`config.mk`:
```
export PLATFORM = sky130hd
export DESIGN_NAME = sysCtl
export DESIGN_NICKNAME = d
export VERILOG_FILES = /design/src/logic/sysCtlPkg.sv /design/src/logic/sysCtl.sv /design/src/logic/ioCycleSeq.sv /design/src/logic/fastRamCtl.sv /design/src/logic/devDecode.sv /design/src/logic/regionDecode.sv /design/src/logic/busCycleMonitor.sv
export VERILOG_INCLUDE_DIRS = /design/src /design/src/include
export SDC_FILE = /design/constraint.sdc
export NUM_CORES = 1
export LEC_CHECK = 0
export CAP_MARGIN = 30
export CORE_ASPECT_RATIO = 0.9
export CORE_UTILIZATION = 60
export DETAILED_ROUTE_END_ITERATION = 10
export DONT_BUFFER_PORTS = 1
export PLACE_DENSITY = 0.82
export SLEW_MARGIN = 5
export SYNTH_ARGS = -nofsm -noshare
export SYNTH_HDL_FRONTEND = slang
export SYNTH_SLANG_ARGS = --single-unit
```
`constraint.sdc`:
```
create_clock -name CPU_CLK -period 2.7 [get_ports CPU_CLK]
set_clock_uncertainty 0.2 [all_clocks]
set_input_delay 0.27 -clock CPU_CLK [delete_from_list [all_inputs] [get_ports CPU_CLK]]
set_output_delay 0.27 -clock CPU_CLK [all_outputs]
set_load 0.01 [all_outputs]
```
`src/include/sysCtl_defs.svh`:
```
`ifndef SYSCTL_DEFS_SVH
`define SYSCTL_DEFS_SVH

// Top-level region tags
// ROM at $FFF0.0000, 1MB, addr[31:20]
`define SYSCTL_ROM_TAG      12'hfff
// On-board peripheral space at $FFE0.0000, addr[31:20]
`define SYSCTL_DEV_TAG      12'hffe
// 1GB of memory-mapped I/O at $8000.0000, addr[31:30]
`define SYSCTL_MMIO_TAG     2'b10
// Four 256MB DRAM banks from $0000.0000, addr[31:30]
`define SYSCTL_DRAM_TAG     2'b00
// Fast RAM at $FF80.0000, 4MB, addr[31:22]
`define SYSCTL_FRAM_TAG     10'b1111111110

// Device offsets inside device space, addr[19:4]
`define SYSCTL_DEV_DUART    16'h0000
`define SYSCTL_DEV_TMR      16'h0001
`define SYSCTL_DEV_ATA      16'h0002
`define SYSCTL_DEV_I2C      16'h0010
`define SYSCTL_DEV_INTC     16'hffff

// CPU space, addr[19:13]
// Access type 2 (coprocessor) with coprocessor ID 1
`define SYSCTL_FPU_ID       7'b0010001
// Interrupt acknowledge access type, addr[19:16]
`define SYSCTL_IACK_TYPE    4'hf

// Clocks without termination before berr
`define SYSCTL_BERR_LIMIT   6'd63
// Bus cycles covered by the boot overlay
`define SYSCTL_BOOT_CYCLES  2'd3

// DSACK encodings
`define SYSCTL_PORT8        2'b01
`define SYSCTL_PORT16       2'b10

`endif
```
`src/logic/sysCtlPkg.sv`:
```
`default_nettype none

package sysCtlPkg;

  // CPU bus fields
  typedef logic [31:0] addr_t;
  typedef logic [2:0] fc_t;
  typedef logic [1:0] siz_t;
  typedef logic [1:0] dsack_t;

  // Active-low lane and bank selects
  typedef logic [3:0] byteEn_t;
  typedef logic [3:0] dramSel_t;

  // I/O cycle sequencer
  typedef enum logic [3:0] {
    Idle,
    ByteWait,
    WordWait,
    TmrRd1,
    TmrRw2,
    TmrRw3,
    TmrRw4,
    TmrRec1,
    TmrRec2,
    TmrRec3,
    Finish
  } ioState_t;

endpackage

`default_nettype wire

```
`src/logic/sysCtl.sv`:
```
`default_nettype none

module sysCtl (
  input  wire                      CPU_CLK,
  input  wire                      nRST,
  input  wire                      nAS,
  input  wire                      nDS,
  input  wire                      rnW,
  input  wire sysCtlPkg::siz_t     siz,
  input  wire sysCtlPkg::fc_t      fc,
  input  wire sysCtlPkg::addr_t    addr,
  // Selects
  output wire                      nRomSel,
  output wire                      nDevSel,
  output wire                      nMmioSel,
  output wire sysCtlPkg::dramSel_t nDramSel,
  output wire                      nFpuSel,
  output wire                      nIackSel,
  output wire                      nDuartSel,
  output wire                      nTmrSel,
  output wire                      nAtaSel,
  output wire                      nI2cSel,
  output wire                      nIntcSel,
  output wire                      nFramSel,
  // Fast RAM
  output wire                      nFramRd,
  output wire                      nFramWr,
  output wire sysCtlPkg::byteEn_t  nFramBe,
  // Bus control
  output wire                      sterm,
  output wire                      ci,
  output wire                      berr,
  output wire sysCtlPkg::dsack_t   dsack,
  output wire                      nIoRd,
  output wire                      nIoWr
);

  wire resetVecFetch;
  // Raw device-space hit before sub-decode
  wire nDevSpace;

  busCycleMonitor monitor0 (.CPU_CLK, .nRST, .nAS, .resetVecFetch, .berr);

  regionDecode region0 (.nAS, .rnW, .fc, .addr, .resetVecFetch, .nRomSel, .nDevSpace,
    .nMmioSel, .nDramSel, .nFpuSel, .nIackSel, .ci);

  devDecode dev0 (.nDevSpace, .nDS, .addr, .nDuartSel, .nTmrSel, .nAtaSel, .nI2cSel,
    .nIntcSel, .nDevSel);

  fastRamCtl fram0 (.nAS, .fc, .addr, .rnW, .siz, .sterm, .nFramSel, .nFramRd, .nFramWr,
    .nFramBe);

  // Only ROM, DUART and timer are sequenced here
  ioCycleSeq seq0 (.CPU_CLK, .nRST, .nDS, .rnW, .nRomSel, .nDuartSel, .nTmrSel,
    .nDevSpace, .dsack, .nIoRd, .nIoWr);

endmodule

`default_nettype wire

```
`src/logic/ioCycleSeq.sv`:
```
`default_nettype none

`include "sysCtl_defs.svh"

module ioCycleSeq (
  input  wire                CPU_CLK,
  input  wire                nRST,
  input  wire                nDS,
  input  wire                rnW,
  input  wire                nRomSel,
  input  wire                nDuartSel,
  input  wire                nTmrSel,
  input  wire                nDevSpace,
  output sysCtlPkg::dsack_t  dsack,
  output logic               nIoRd,
  output logic               nIoWr
);

  sysCtlPkg::ioState_t state;
  sysCtlPkg::dsack_t dsackReg;
  logic strobeDly;
  logic strobeDlyNeeded;
  logic ioStrobe;

  // Timer reads need address setup before the strobe
  assign strobeDlyNeeded = !nTmrSel && rnW;

  always_ff @(posedge CPU_CLK or negedge nRST) begin
    if (!nRST) begin
      state <= sysCtlPkg::Idle;
      dsackReg <= 2'b00;
      strobeDly <= 1'b0;
    end else begin
      case (state)
        sysCtlPkg::Idle: begin
          // ROM: one wait state for its access time
          if (!nRomSel)
            state <= sysCtlPkg::WordWait;
          // DUART read terminates straight away
          else if (!nDuartSel && rnW) begin
            dsackReg <= `SYSCTL_PORT8;
            state <= sysCtlPkg::Finish;
          end
          // DUART write: one wait state
          else if (!nDuartSel && !rnW)
            state <= sysCtlPkg::ByteWait;
          // Timer read: strobe goes out a cycle late
          else if (!nTmrSel && rnW)
            state <= sysCtlPkg::TmrRd1;
          // Timer write waits for data strobe
          else if (!nTmrSel && !rnW && !nDS)
            state <= sysCtlPkg::TmrRw2;
        end
        sysCtlPkg::ByteWait: begin
          dsackReg <= `SYSCTL_PORT8;
          state <= sysCtlPkg::Finish;
        end
        sysCtlPkg::WordWait: begin
          dsackReg <= `SYSCTL_PORT16;
          state <= sysCtlPkg::Finish;
        end
        sysCtlPkg::TmrRd1: begin
          strobeDly <= 1'b1;
          state <= sysCtlPkg::TmrRw2;
        end
        // Strobe pulse width
        sysCtlPkg::TmrRw2:
          state <= sysCtlPkg::TmrRw3;
        sysCtlPkg::TmrRw3:
          state <= sysCtlPkg::TmrRw4;
        sysCtlPkg::TmrRw4: begin
          dsackReg <= `SYSCTL_PORT8;
          state <= sysCtlPkg::TmrRec1;
        end
        // Hold until the CPU lets go, then recover
        sysCtlPkg::TmrRec1: begin
          if (nDS) begin
            strobeDly <= 1'b0;
            dsackReg <= 2'b00;
            state <= sysCtlPkg::TmrRec2;
          end
        end
        sysCtlPkg::TmrRec2:
          state <= sysCtlPkg::TmrRec3;
        // Recovery for back-to-back timer accesses
        sysCtlPkg::TmrRec3:
          state <= sysCtlPkg::Idle;
        sysCtlPkg::Finish: begin
          if (nDS) begin
            strobeDly <= 1'b0;
            dsackReg <= 2'b00;
            state <= sysCtlPkg::Idle;
          end
        end
        default:
          state <= sysCtlPkg::Idle;
      endcase
    end
  end

  // Drops as soon as the CPU releases nDS
  assign dsack = dsackReg & {2{!nDS}};

  // External devices get the strobe right away
  assign ioStrobe = (!nDevSpace && !strobeDlyNeeded) || strobeDly;
  assign nIoRd = !(ioStrobe && !nDS && rnW);
  assign nIoWr = !(ioStrobe && !nDS && !rnW);

  noAckWithoutDs: assert property (@(posedge CPU_CLK) disable iff (!nRST)
    nDS |-> (dsack == 2'b00));

endmodule

`default_nettype wire

```
`src/logic/fastRamCtl.sv`:
```
`default_nettype none

`include "sysCtl_defs.svh"

module fastRamCtl (
  input  wire                   nAS,
  input  wire sysCtlPkg::fc_t   fc,
  input  wire sysCtlPkg::addr_t addr,
  input  wire                   rnW,
  input  wire sysCtlPkg::siz_t  siz,
  output logic                  sterm,
  output logic                  nFramSel,
  output logic                  nFramRd,
  output logic                  nFramWr,
  output sysCtlPkg::byteEn_t    nFramBe
);

  logic framHit;
  logic [2:0] span;
  sysCtlPkg::byteEn_t writeBe;

  // Normal space only
  assign framHit = !nAS && (fc[1] ^ fc[0]) && (addr[31:22] == `SYSCTL_FRAM_TAG);

  // Bytes in the transfer, siz 0 is a long word
  assign span = (siz == 2'd0) ? 3'd4 : {1'b0, siz};

  // Write lanes per the 68030 size/offset table
  // Start at the offset, clipped at lane 3
  always_comb begin
    writeBe = 4'b1111;
    for (int lane = 0; lane < 4; lane++) begin
      if (lane >= addr[1:0] && lane < addr[1:0] + span)
        writeBe[3 - lane] = 1'b0;
    end
  end

  // Reads always take the full long word
  always_comb begin
    if (!framHit)
      nFramBe = 4'b1111;
    else if (rnW)
      nFramBe = 4'b0000;
    else
      nFramBe = writeBe;
  end

  assign nFramRd = !(framHit && rnW);
  assign nFramWr = !(framHit && !rnW);

  // Zero-wait synchronous termination, fast RAM is the only STERM source
  assign sterm = framHit;
  assign nFramSel = !framHit;

endmodule

`default_nettype wire

```
`src/logic/devDecode.sv`:
```
`default_nettype none

`include "sysCtl_defs.svh"

module devDecode (
  input  wire                   nDevSpace,
  input  wire                   nDS,
  input  wire sysCtlPkg::addr_t addr,
  output logic                  nDuartSel,
  output logic                  nTmrSel,
  output logic                  nAtaSel,
  output logic                  nI2cSel,
  output logic                  nIntcSel,
  output logic                  nDevSel
);

  logic [15:0] devOffset;
  logic duartHit;
  logic tmrHit;
  logic ataHit;
  logic i2cHit;
  logic intcHit;

  // 16-byte register windows
  assign devOffset = addr[19:4];

  assign duartHit = !nDevSpace && (devOffset == `SYSCTL_DEV_DUART);
  assign tmrHit = !nDevSpace && (devOffset == `SYSCTL_DEV_TMR);
  assign ataHit = !nDevSpace && (devOffset == `SYSCTL_DEV_ATA);
  assign i2cHit = !nDevSpace && (devOffset == `SYSCTL_DEV_I2C);
  // Top of device space
  assign intcHit = !nDevSpace && (devOffset == `SYSCTL_DEV_INTC);

  assign nDuartSel = !duartHit;
  assign nTmrSel = !tmrHit;
  assign nAtaSel = !ataHit;
  assign nIntcSel = !intcHit;

  // I2C chip select waits for nDS
  // Keeps the controller in 68000 interface mode at power-up
  assign nI2cSel = !(i2cHit && !nDS);

  // Whatever is left goes to the external decoder
  assign nDevSel = !(!nDevSpace && !(duartHit || tmrHit || ataHit || i2cHit || intcHit));

endmodule

`default_nettype wire

```
`src/logic/regionDecode.sv`:
```
`default_nettype none

`include "sysCtl_defs.svh"

module regionDecode (
  input  wire                     nAS,
  input  wire                     rnW,
  input  wire sysCtlPkg::fc_t     fc,
  input  wire sysCtlPkg::addr_t   addr,
  input  wire                     resetVecFetch,
  output logic                    nRomSel,
  output logic                    nDevSpace,
  output logic                    nMmioSel,
  output sysCtlPkg::dramSel_t     nDramSel,
  output logic                    nFpuSel,
  output logic                    nIackSel,
  output logic                    ci
);

  logic spaceNormal;
  logic spaceCpu;
  logic normalCycle;
  logic cpuCycle;
  logic dramHit;
  logic overlayHit;
  logic romHit;
  sysCtlPkg::dramSel_t dramOneHot;

  // User/supervisor data or program: FC1 differs from FC0
  assign spaceNormal = fc[1] ^ fc[0];
  // FC = 7 is CPU space
  assign spaceCpu = (fc == 3'd7);

  // Decode only during an address strobe
  assign normalCycle = !nAS && spaceNormal;
  assign cpuCycle = !nAS && spaceCpu;

  assign dramHit = normalCycle && (addr[31:30] == `SYSCTL_DRAM_TAG);
  // Bank 0 stands in for ROM while the reset vectors are fetched
  assign overlayHit = dramHit && (addr[29:28] == 2'd0) && resetVecFetch;
  assign romHit = (normalCycle && (addr[31:20] == `SYSCTL_ROM_TAG)) || overlayHit;

  // ROM output enable only makes sense for reads
  assign nRomSel = !(romHit && rnW);

  assign nDevSpace = !(normalCycle && (addr[31:20] == `SYSCTL_DEV_TAG));
  assign nMmioSel = !(normalCycle && (addr[31:30] == `SYSCTL_MMIO_TAG));

  // Bank from addr[29:28]
  always_comb begin
    dramOneHot = '0;
    if (dramHit && !overlayHit)
      dramOneHot[addr[29:28]] = 1'b1;
  end

  assign nDramSel = ~dramOneHot;

  // Coprocessor access to the FPU
  assign nFpuSel = !(cpuCycle && (addr[19:13] == `SYSCTL_FPU_ID));
  // Interrupt acknowledge cycle
  assign nIackSel = !(cpuCycle && (addr[19:16] == `SYSCTL_IACK_TYPE));

  // No caching of boot code or peripheral registers
  assign ci = resetVecFetch || !nDevSpace;

  // Checked at the end of each bus cycle, while the address is still valid
  oneRegion: assert property (@(posedge nAS)
    $onehot0({!nRomSel, !nDevSpace, !nMmioSel, ~nDramSel, !nFpuSel, !nIackSel}));

endmodule

`default_nettype wire

```
`src/logic/busCycleMonitor.sv`:
```
`default_nettype none

`include "sysCtl_defs.svh"

module busCycleMonitor (
  input  wire  CPU_CLK,
  input  wire  nRST,
  input  wire  nAS,
  output logic resetVecFetch,
  output logic berr
);

  logic nAsPrev;
  logic [1:0] bootCount;
  logic [5:0] stuckCount;

  // Boot overlay
  // A bus cycle counts once its nAS is seen going high again
  always_ff @(posedge CPU_CLK or negedge nRST) begin
    if (!nRST) begin
      nAsPrev <= 1'b1;
      bootCount <= 2'd0;
      resetVecFetch <= 1'b1;
    end else begin
      nAsPrev <= nAS;
      if (nAS && !nAsPrev && bootCount != `SYSCTL_BOOT_CYCLES) begin
        bootCount <= bootCount + 2'd1;
        // Overlay ends with the last boot cycle
        if (bootCount == `SYSCTL_BOOT_CYCLES - 2'd1)
          resetVecFetch <= 1'b0;
      end
    end
  end

  // Bus-error timeout
  // Idle bus keeps the counter at zero, saturates at the limit
  always_ff @(posedge CPU_CLK or negedge nRST) begin
    if (!nRST)
      stuckCount <= 6'd0;
    else if (nAS)
      stuckCount <= 6'd0;
    else if (stuckCount != `SYSCTL_BERR_LIMIT)
      stuckCount <= stuckCount + 6'd1;
  end

  assign berr = (stuckCount == `SYSCTL_BERR_LIMIT);

  // Timeout only ever follows a cycle with nAS held low
  berrNeedsCycle: assert property (@(posedge CPU_CLK) disable iff (!nRST)
    berr |-> !$past(nAS));

endmodule

`default_nettype wire

```
Word-level counts from Yosys, hierarchy flattened
Index checks and enable logic that the tools add are counted.

word-level totals
  register bits after elaboration = 17
  bits of input ports = 42
  output and inout port bits = 28

operators by class
  add/sub/neg operators = 3
  order comparisons = 9
  equality and inequality tests = 30
  muxes and demuxes = 26
  bitwise operators = 3
  reductions and logical operators = 81

operators by type and width
  operator                                                                      count
  1-bit by 32-bit less-than comparator with 1-bit output, first input constant  2
  2-bit by 32-bit less-than comparator with 1-bit output, first input constant  2
  4-bit two-way mux                                                             10
  1-bit logical AND                                                             37
  4-bit one-hot mux with 9 select lines                                         1
  12-bit equality test, second input constant                                   2
  1-bit zero test                                                               22
  16-bit by 1-bit equality test with 1-bit output, second input constant        1
  16-bit equality test, second input constant                                   1
  16-bit by 2-bit equality test with 1-bit output, second input constant        1
  16-bit by 5-bit equality test with 1-bit output, second input constant        1
  4-bit by 3-bit equality test with 1-bit output, second input constant         4
  16-bit zero test                                                              1
  4-bit equality test, second input constant                                    3
  6-bit two-way mux                                                             2
  10-bit equality test, second input constant                                   1
  4-bit by 2-bit equality test with 1-bit output, second input constant         2
  2-bit inequality test, second input constant                                  4
  2-bit one-hot mux with 4 select lines                                         1
  7-bit by 5-bit equality test with 1-bit output, second input constant         1
  1-bit logical OR                                                              7
  6-bit by 1-bit adder with 6-bit output, second input constant                 1
  6-bit equality test, second input constant                                    1
  2-bit zero test                                                               3
  27 further kinds                                                              41

Longest topological paths before layout
  depth in word-level cells = 12
  gate-level depth with buffers = 7
  mapped depth without buffers = 7

Modules after synthesis
Synthesis repeated with hierarchy kept, for this count alone.

unflattened totals
  cell total of the unflattened synthesis = 195
  area, all modules = 1615.3 um^2

by module, submodules not included
  module           times used  cells an instance  area an instance (um^2)
  ioCycleSeq       1           78                 610.6
  busCycleMonitor  1           42                 473.0
  fastRamCtl       1           28                 212.7
  regionDecode     1           26                 167.7
  devDecode        1           21                 151.4

Worst setup path before layout
No wires, ideal clock.

  path type = input to output
  start point = input fc[0]
  end point = output nIoRd
  data arrival time = 1956 ps
  data required time = 2230 ps
  setup slack = 274 ps
  stages on the path = 7
  path buffers = 1
  cells stage by stage = ha_1 nand4b_1 or4_4 buf_6 nor4_4 a21oi_1 o21ai_0

between the ends
  longest elaborated chain between the ends = 11

ends and longest elaborated chain
  element                            RTL line            source
  start, declared                    sysCtl.sv:10        input wire sysCtlPkg::fc_t fc,
  1-bit bitwise XOR *                regionDecode.sv:30  assign spaceNormal = fc[1] ^ fc[0];
  1-bit logical AND *                regionDecode.sv:35  assign normalCycle = !nAS && spaceNormal;
  1-bit logical AND *                regionDecode.sv:46  assign nDevSpace = !(normalCycle && (addr[31:20] == `SYSCTL_DEV_TAG));
  1-bit logical AND                  devDecode.sv:28     assign tmrHit = !nDevSpace && (devOffset == `SYSCTL_DEV_TMR);
  1-bit logical AND                  ioCycleSeq.sv:26    assign strobeDlyNeeded = !nTmrSel && rnW;
  1-bit zero test                    ioCycleSeq.sv:105   assign ioStrobe = (!nDevSpace && !strobeDlyNeeded) || strobeDly;
  1-bit logical AND *                ioCycleSeq.sv:105
  1-bit logical OR *                 ioCycleSeq.sv:105
  1-bit logical AND * (2 in series)  ioCycleSeq.sv:106   assign nIoRd = !(ioStrobe && !nDS && rnW);
  1-bit zero test *                  ioCycleSeq.sv:106
  end, declared                      sysCtl.sv:34        output wire nIoRd,

Mark *: on every way between the ends. The rest lies on a longest branch, timed or not.

Final worst setup path
  start point = register seq0.state[0]
  end point = register seq0.state[3]

between the ends
  longest elaborated chain between the ends = 3
  elaborated cells on any way between the ends = 16
  classes of those cells = eq/ne: 12; mux: 1; reduce/logical: 3

ends and longest elaborated chain
  element                                                                              RTL line          source
  start, declared                                                                      ioCycleSeq.sv:19  sysCtlPkg::ioState_t state;
  start signal, assigned                                                               ioCycleSeq.sv:30  state <= sysCtlPkg::Idle;
  start signal, assigned                                                               ioCycleSeq.sv:38  state <= sysCtlPkg::WordWait;
  start signal, assigned                                                               ioCycleSeq.sv:42  state <= sysCtlPkg::Finish;
  4-bit by 1-bit equality test with 1-bit output, or another cell as far along         ioCycleSeq.sv:34  case (state)
  2-bit OR reduction (no source line), or another cell as far along                    -
  4-bit one-hot mux with 9 select lines / 3-bit AND reduction (equally long branches)  -

Several ways; a longest one is shown, not always the timed one.
A chain may end at the register's enable or synchronous reset.

==> results.tsv <==
stage	metric	value	unit
routing	Vias per Instance	6.65	
finish	design area	1610	µm²
power_and_ir_drop	Leak	0.614	nW
sta	Hold Fails Final Rpt	0	
global_routing	largest net degree at the start of global routing	18	
synthesis	Post-Syn Area per Cell	7.65	µm²
placed_design	post-DP HPWL	2.77	mm
sta	setup_tns	0	ns
setup_path	cell chain of the critical path	or2_2 -> nor3_1 -> nand4_1 -> a221oi_2 -> dlygate4sd3_1	
synthesis	ys async rst share	100	%
cts	Reg clk slew, reported paths	0.10	ns
cts	CTS Buf Count	3	
die	I/O Pins	70	
global_routing	vias in the first global route	1384	
cts	CTS tree	yes	
cts	# clock sinks	17	
cts	Clock Path Buffers	2	
setup_path	kind of critical path	reg2reg	
sta	final setup margin	0.0891	ns
synthesis	sequential area share after synthesis	28.1	%
synthesis	Ys Warns	0	
sta	RSZ-0062 raised after global routing	false	
hold_path	worst hold path type	in2reg	
die	die area	2740	µm²
placed_design	placed instance area	1520	µm²
cts	clk_lat worst skew	0.30	ns
finish	share of layout cells above drive strength 1	10.1	%
finish	fin util	70.4	%
placed_design	IO buf count	0	
placed_design	pre-CTS setup slack	0.316	ns
global_routing	GRT Util Overall	28.8	%
power_and_ir_drop	Final Power	847	µW
routing	DRT antenna net count	0	
hold_path	hold depth	3	
setup_path	Worst setup SP type	register	
sta	fin crit period	2.61	ns
placed_design	routability cong.	0.806	
flow_run	Max Cap Viol	0	
global_routing	initial antenna violation count	0	
sta	final setup fails	0	
synthesis	Synth Flop Type	dfrtp_1	
synthesis	cells after synthesis	199	
cts	CTS resizes	0	
sta	Max Slew Vio Count	0	
routing	Initial DRT Pass Iterations	5	
power_and_ir_drop	pwr/cell area	527	nW/µm²
finish	Nets	249	
sta	Rel. slew slack	47.2	%
setup_path	worst r2r path cells	5	
cts	H-Tree Depth	1	
sta	period utilization	96.7	%
setup_path	CP arrival	2.65	ns
die	row count	16	
die	Initial Utilization	66.7	%
global_routing	GRT overflow	0	
routing	DRT iter0 DRCs	28	
outcome	status	complete, no violations	
finish	P&R area growth vs syn	5.59	%
power_and_ir_drop	worst vdd ir	0.000424	V
die	die width	55.1	µm
sta	Max Freq	383	MHz
setup_path	CP endpoint kind	register	
synthesis	Seq cells post-synth	17	
global_routing	first-pass GRT wire length	5.74	mm
synthesis	Unique masters post-synth	49	
routing	WL/cell	16.2	µm
routing	Via Count	1503	
cts	Root Driver	clkbuf_4	
die	core box area	2280	µm²
die	die height	49.8	µm
synthesis	cell area after synthesis	1520	µm²
sta	Worst-Margin Slew	0.789	ns
routing	number of remaining DRC errors	0	
finish	fillers	198	
setup_path	Critical Path Fanout Max	12	
setup_path	critical path required time	2.74	ns
synthesis	EDFF count, synth	0	
setup_path	slowest stage delay, CP	0.57	ns
setup_path	CP max stage cell	dlygate4sd3_1	
routing	routed wire length	3.67	mm
synthesis	syn_nets	248	
finish	Antenna Cells	0	
==> state kept, by name, summed over array words and instances (netlist names) <==
register	count
seq0.dsackReg	2
monitor0.stuckCount	6
seq0.strobeDly	1
monitor0.resetVecFetch	1
seq0.state	4
monitor0.nAsPrev	1
monitor0.bootCount	2
==> routing by layer <==
metal / part of all wire [%] / GRT usage, %
met5: 0 / 0
met4: 1.6 / 8.33
met3: 7.9 / 6.17
met2: 50 / 52.6
met1: 40 / 32.0
==> repair_timing <==
action                                  CTS  global route
endpoints found under the setup margin    0             0
endpoints found under the hold margin    29             0
buffers inserted                          0             0
hold buffers                              6             0
==> kinds of logic (layout without fill, tap and decap cells) <==
| kind of cell | Yosys count | after routing | synth area share [%] |
|---|---|---|---|
| xor+xnor | 3 | 3 | 1.73 |
| buf+inv | 20 | 20 | 5.59 |
| flops | 17 | 17 | 28.1 |
| simple gates | 109 | 109 | 39.1 |
| fa+ha+maj | 7 | 7 | 6.25 |
| mux | 2 | 2 | 1.32 |
| compound gates | 41 | 41 | 17.9 |
==> cell usage in the layout (no fill, tap or decap), types with 2 or more instances in the layout <==
cell	netlist	final
a22o_1	3	3
nand2_1	24	24
and3_1	2	2
o21ai_0	13	13
a31oi_1	4	4
nor4_1	6	6
dfstp_2	2	2
nand2b_1	2	2
nand4b_1	3	3
dlygate4sd3_1	0	6
xnor2_1	3	3
buf_4	0	3
nand4_1	8	8
nor2b_1	4	4
nand3b_1	4	4
a21oi_1	8	8
or2_2	3	3
nor2_1	25	25
nor3_1	8	8
inv_1	7	7
mux2i_1	2	2
a21o_1	2	2
nand3_1	9	9
or3_1	2	2
dfrtp_1	15	15
clkbuf_4	0	3
ha_1	6	6
==> layout make-up <==
type,instances,area (µm²),area share (%)
Sequential cell,17,428,26.6
Clock inverter,1,5.00,0.312
Inverter,7,26.3,1.64
Timing Repair Buffer,9,82.6,5.14
Multi-Input combinational cell,162,1010,62.8
Tap cell,27,33.8,2.10
Clock buffer,3,22.5,1.40
==> where the power goes <==
group	switching (mW)	total, mW	internal (mW)
clock	0.0853	0.141	0.0552
combinational	0.165	0.316	0.151
sequential	0.0736	0.391	0.317
==> worst max-delay path, delay by kind of cell (launching register included) <==
family,cells,cell delay (ns)
AO/OA/AOI/OAI,1,0.29
buffers and inverters,1,0.57
flip-flops,1,0.52
AND/OR/NAND/NOR,3,0.97
==> cells in the mapped netlist, types with 2 or more instances <==
cell      count  share of area [%]
nand2b_1      2               0.82
nor2_1       25                6.2
clkbuf_1      9                2.2
a31oi_1       4                1.6
dfstp_2       2                3.5
nand3b_1      4                2.0
ha_1          6                4.9
nor4_1        6                2.5
a21o_1        2               0.99
xnor2_1       3                1.7
inv_1         7                1.7
or2_2         3                1.2
mux2i_1       2                1.3
nand3_1       9                3.0
nand4b_1      3                1.7
nor2b_1       4                1.6
nor3_1        8                2.6
nand2_1      24                5.9
and3_1        2               0.82
a22o_1        3                1.7
buf_2         2               0.66
o21ai_0      13                4.3
dfrtp_1      15                 25
nand4_1       8                3.3
or3_1         2               0.82
a21oi_1       8                2.6
==> worst paths after layout <==
path | slack (ns) | to | startpoint
min reg2reg | 0.30 | seq0.dsackReg[1]$_DFFE_PN0P_ | seq0.dsackReg[1]$_DFFE_PN0P_
min in group asynchronous | 0.29 | seq0.state[0]$_DFFE_PN0P_ | nRST
max in group asynchronous | 1.52 | seq0.state[3]$_DFFE_PN0P_ | nRST
min | 0.02 | seq0.state[1]$_DFFE_PN0P_ | nDS
max | 0.09 | seq0.state[3]$_DFFE_PN0P_ | seq0.state[0]$_DFFE_PN0P_
max reg2reg | 0.09 | seq0.state[3]$_DFFE_PN0P_ | seq0.state[0]$_DFFE_PN0P_
==> metrics by stage <==
step | hold slack [ns] | std cells
floorplan | -0.226 | 199
global route | 0.0302 | 226
global placement | -0.225 | 216
finish | 0.0214 | 226
CTS | 0.0125 | 226
detailed placement | -0.225 | 216
Note: power is estimated with default switching activity, not from simulation.
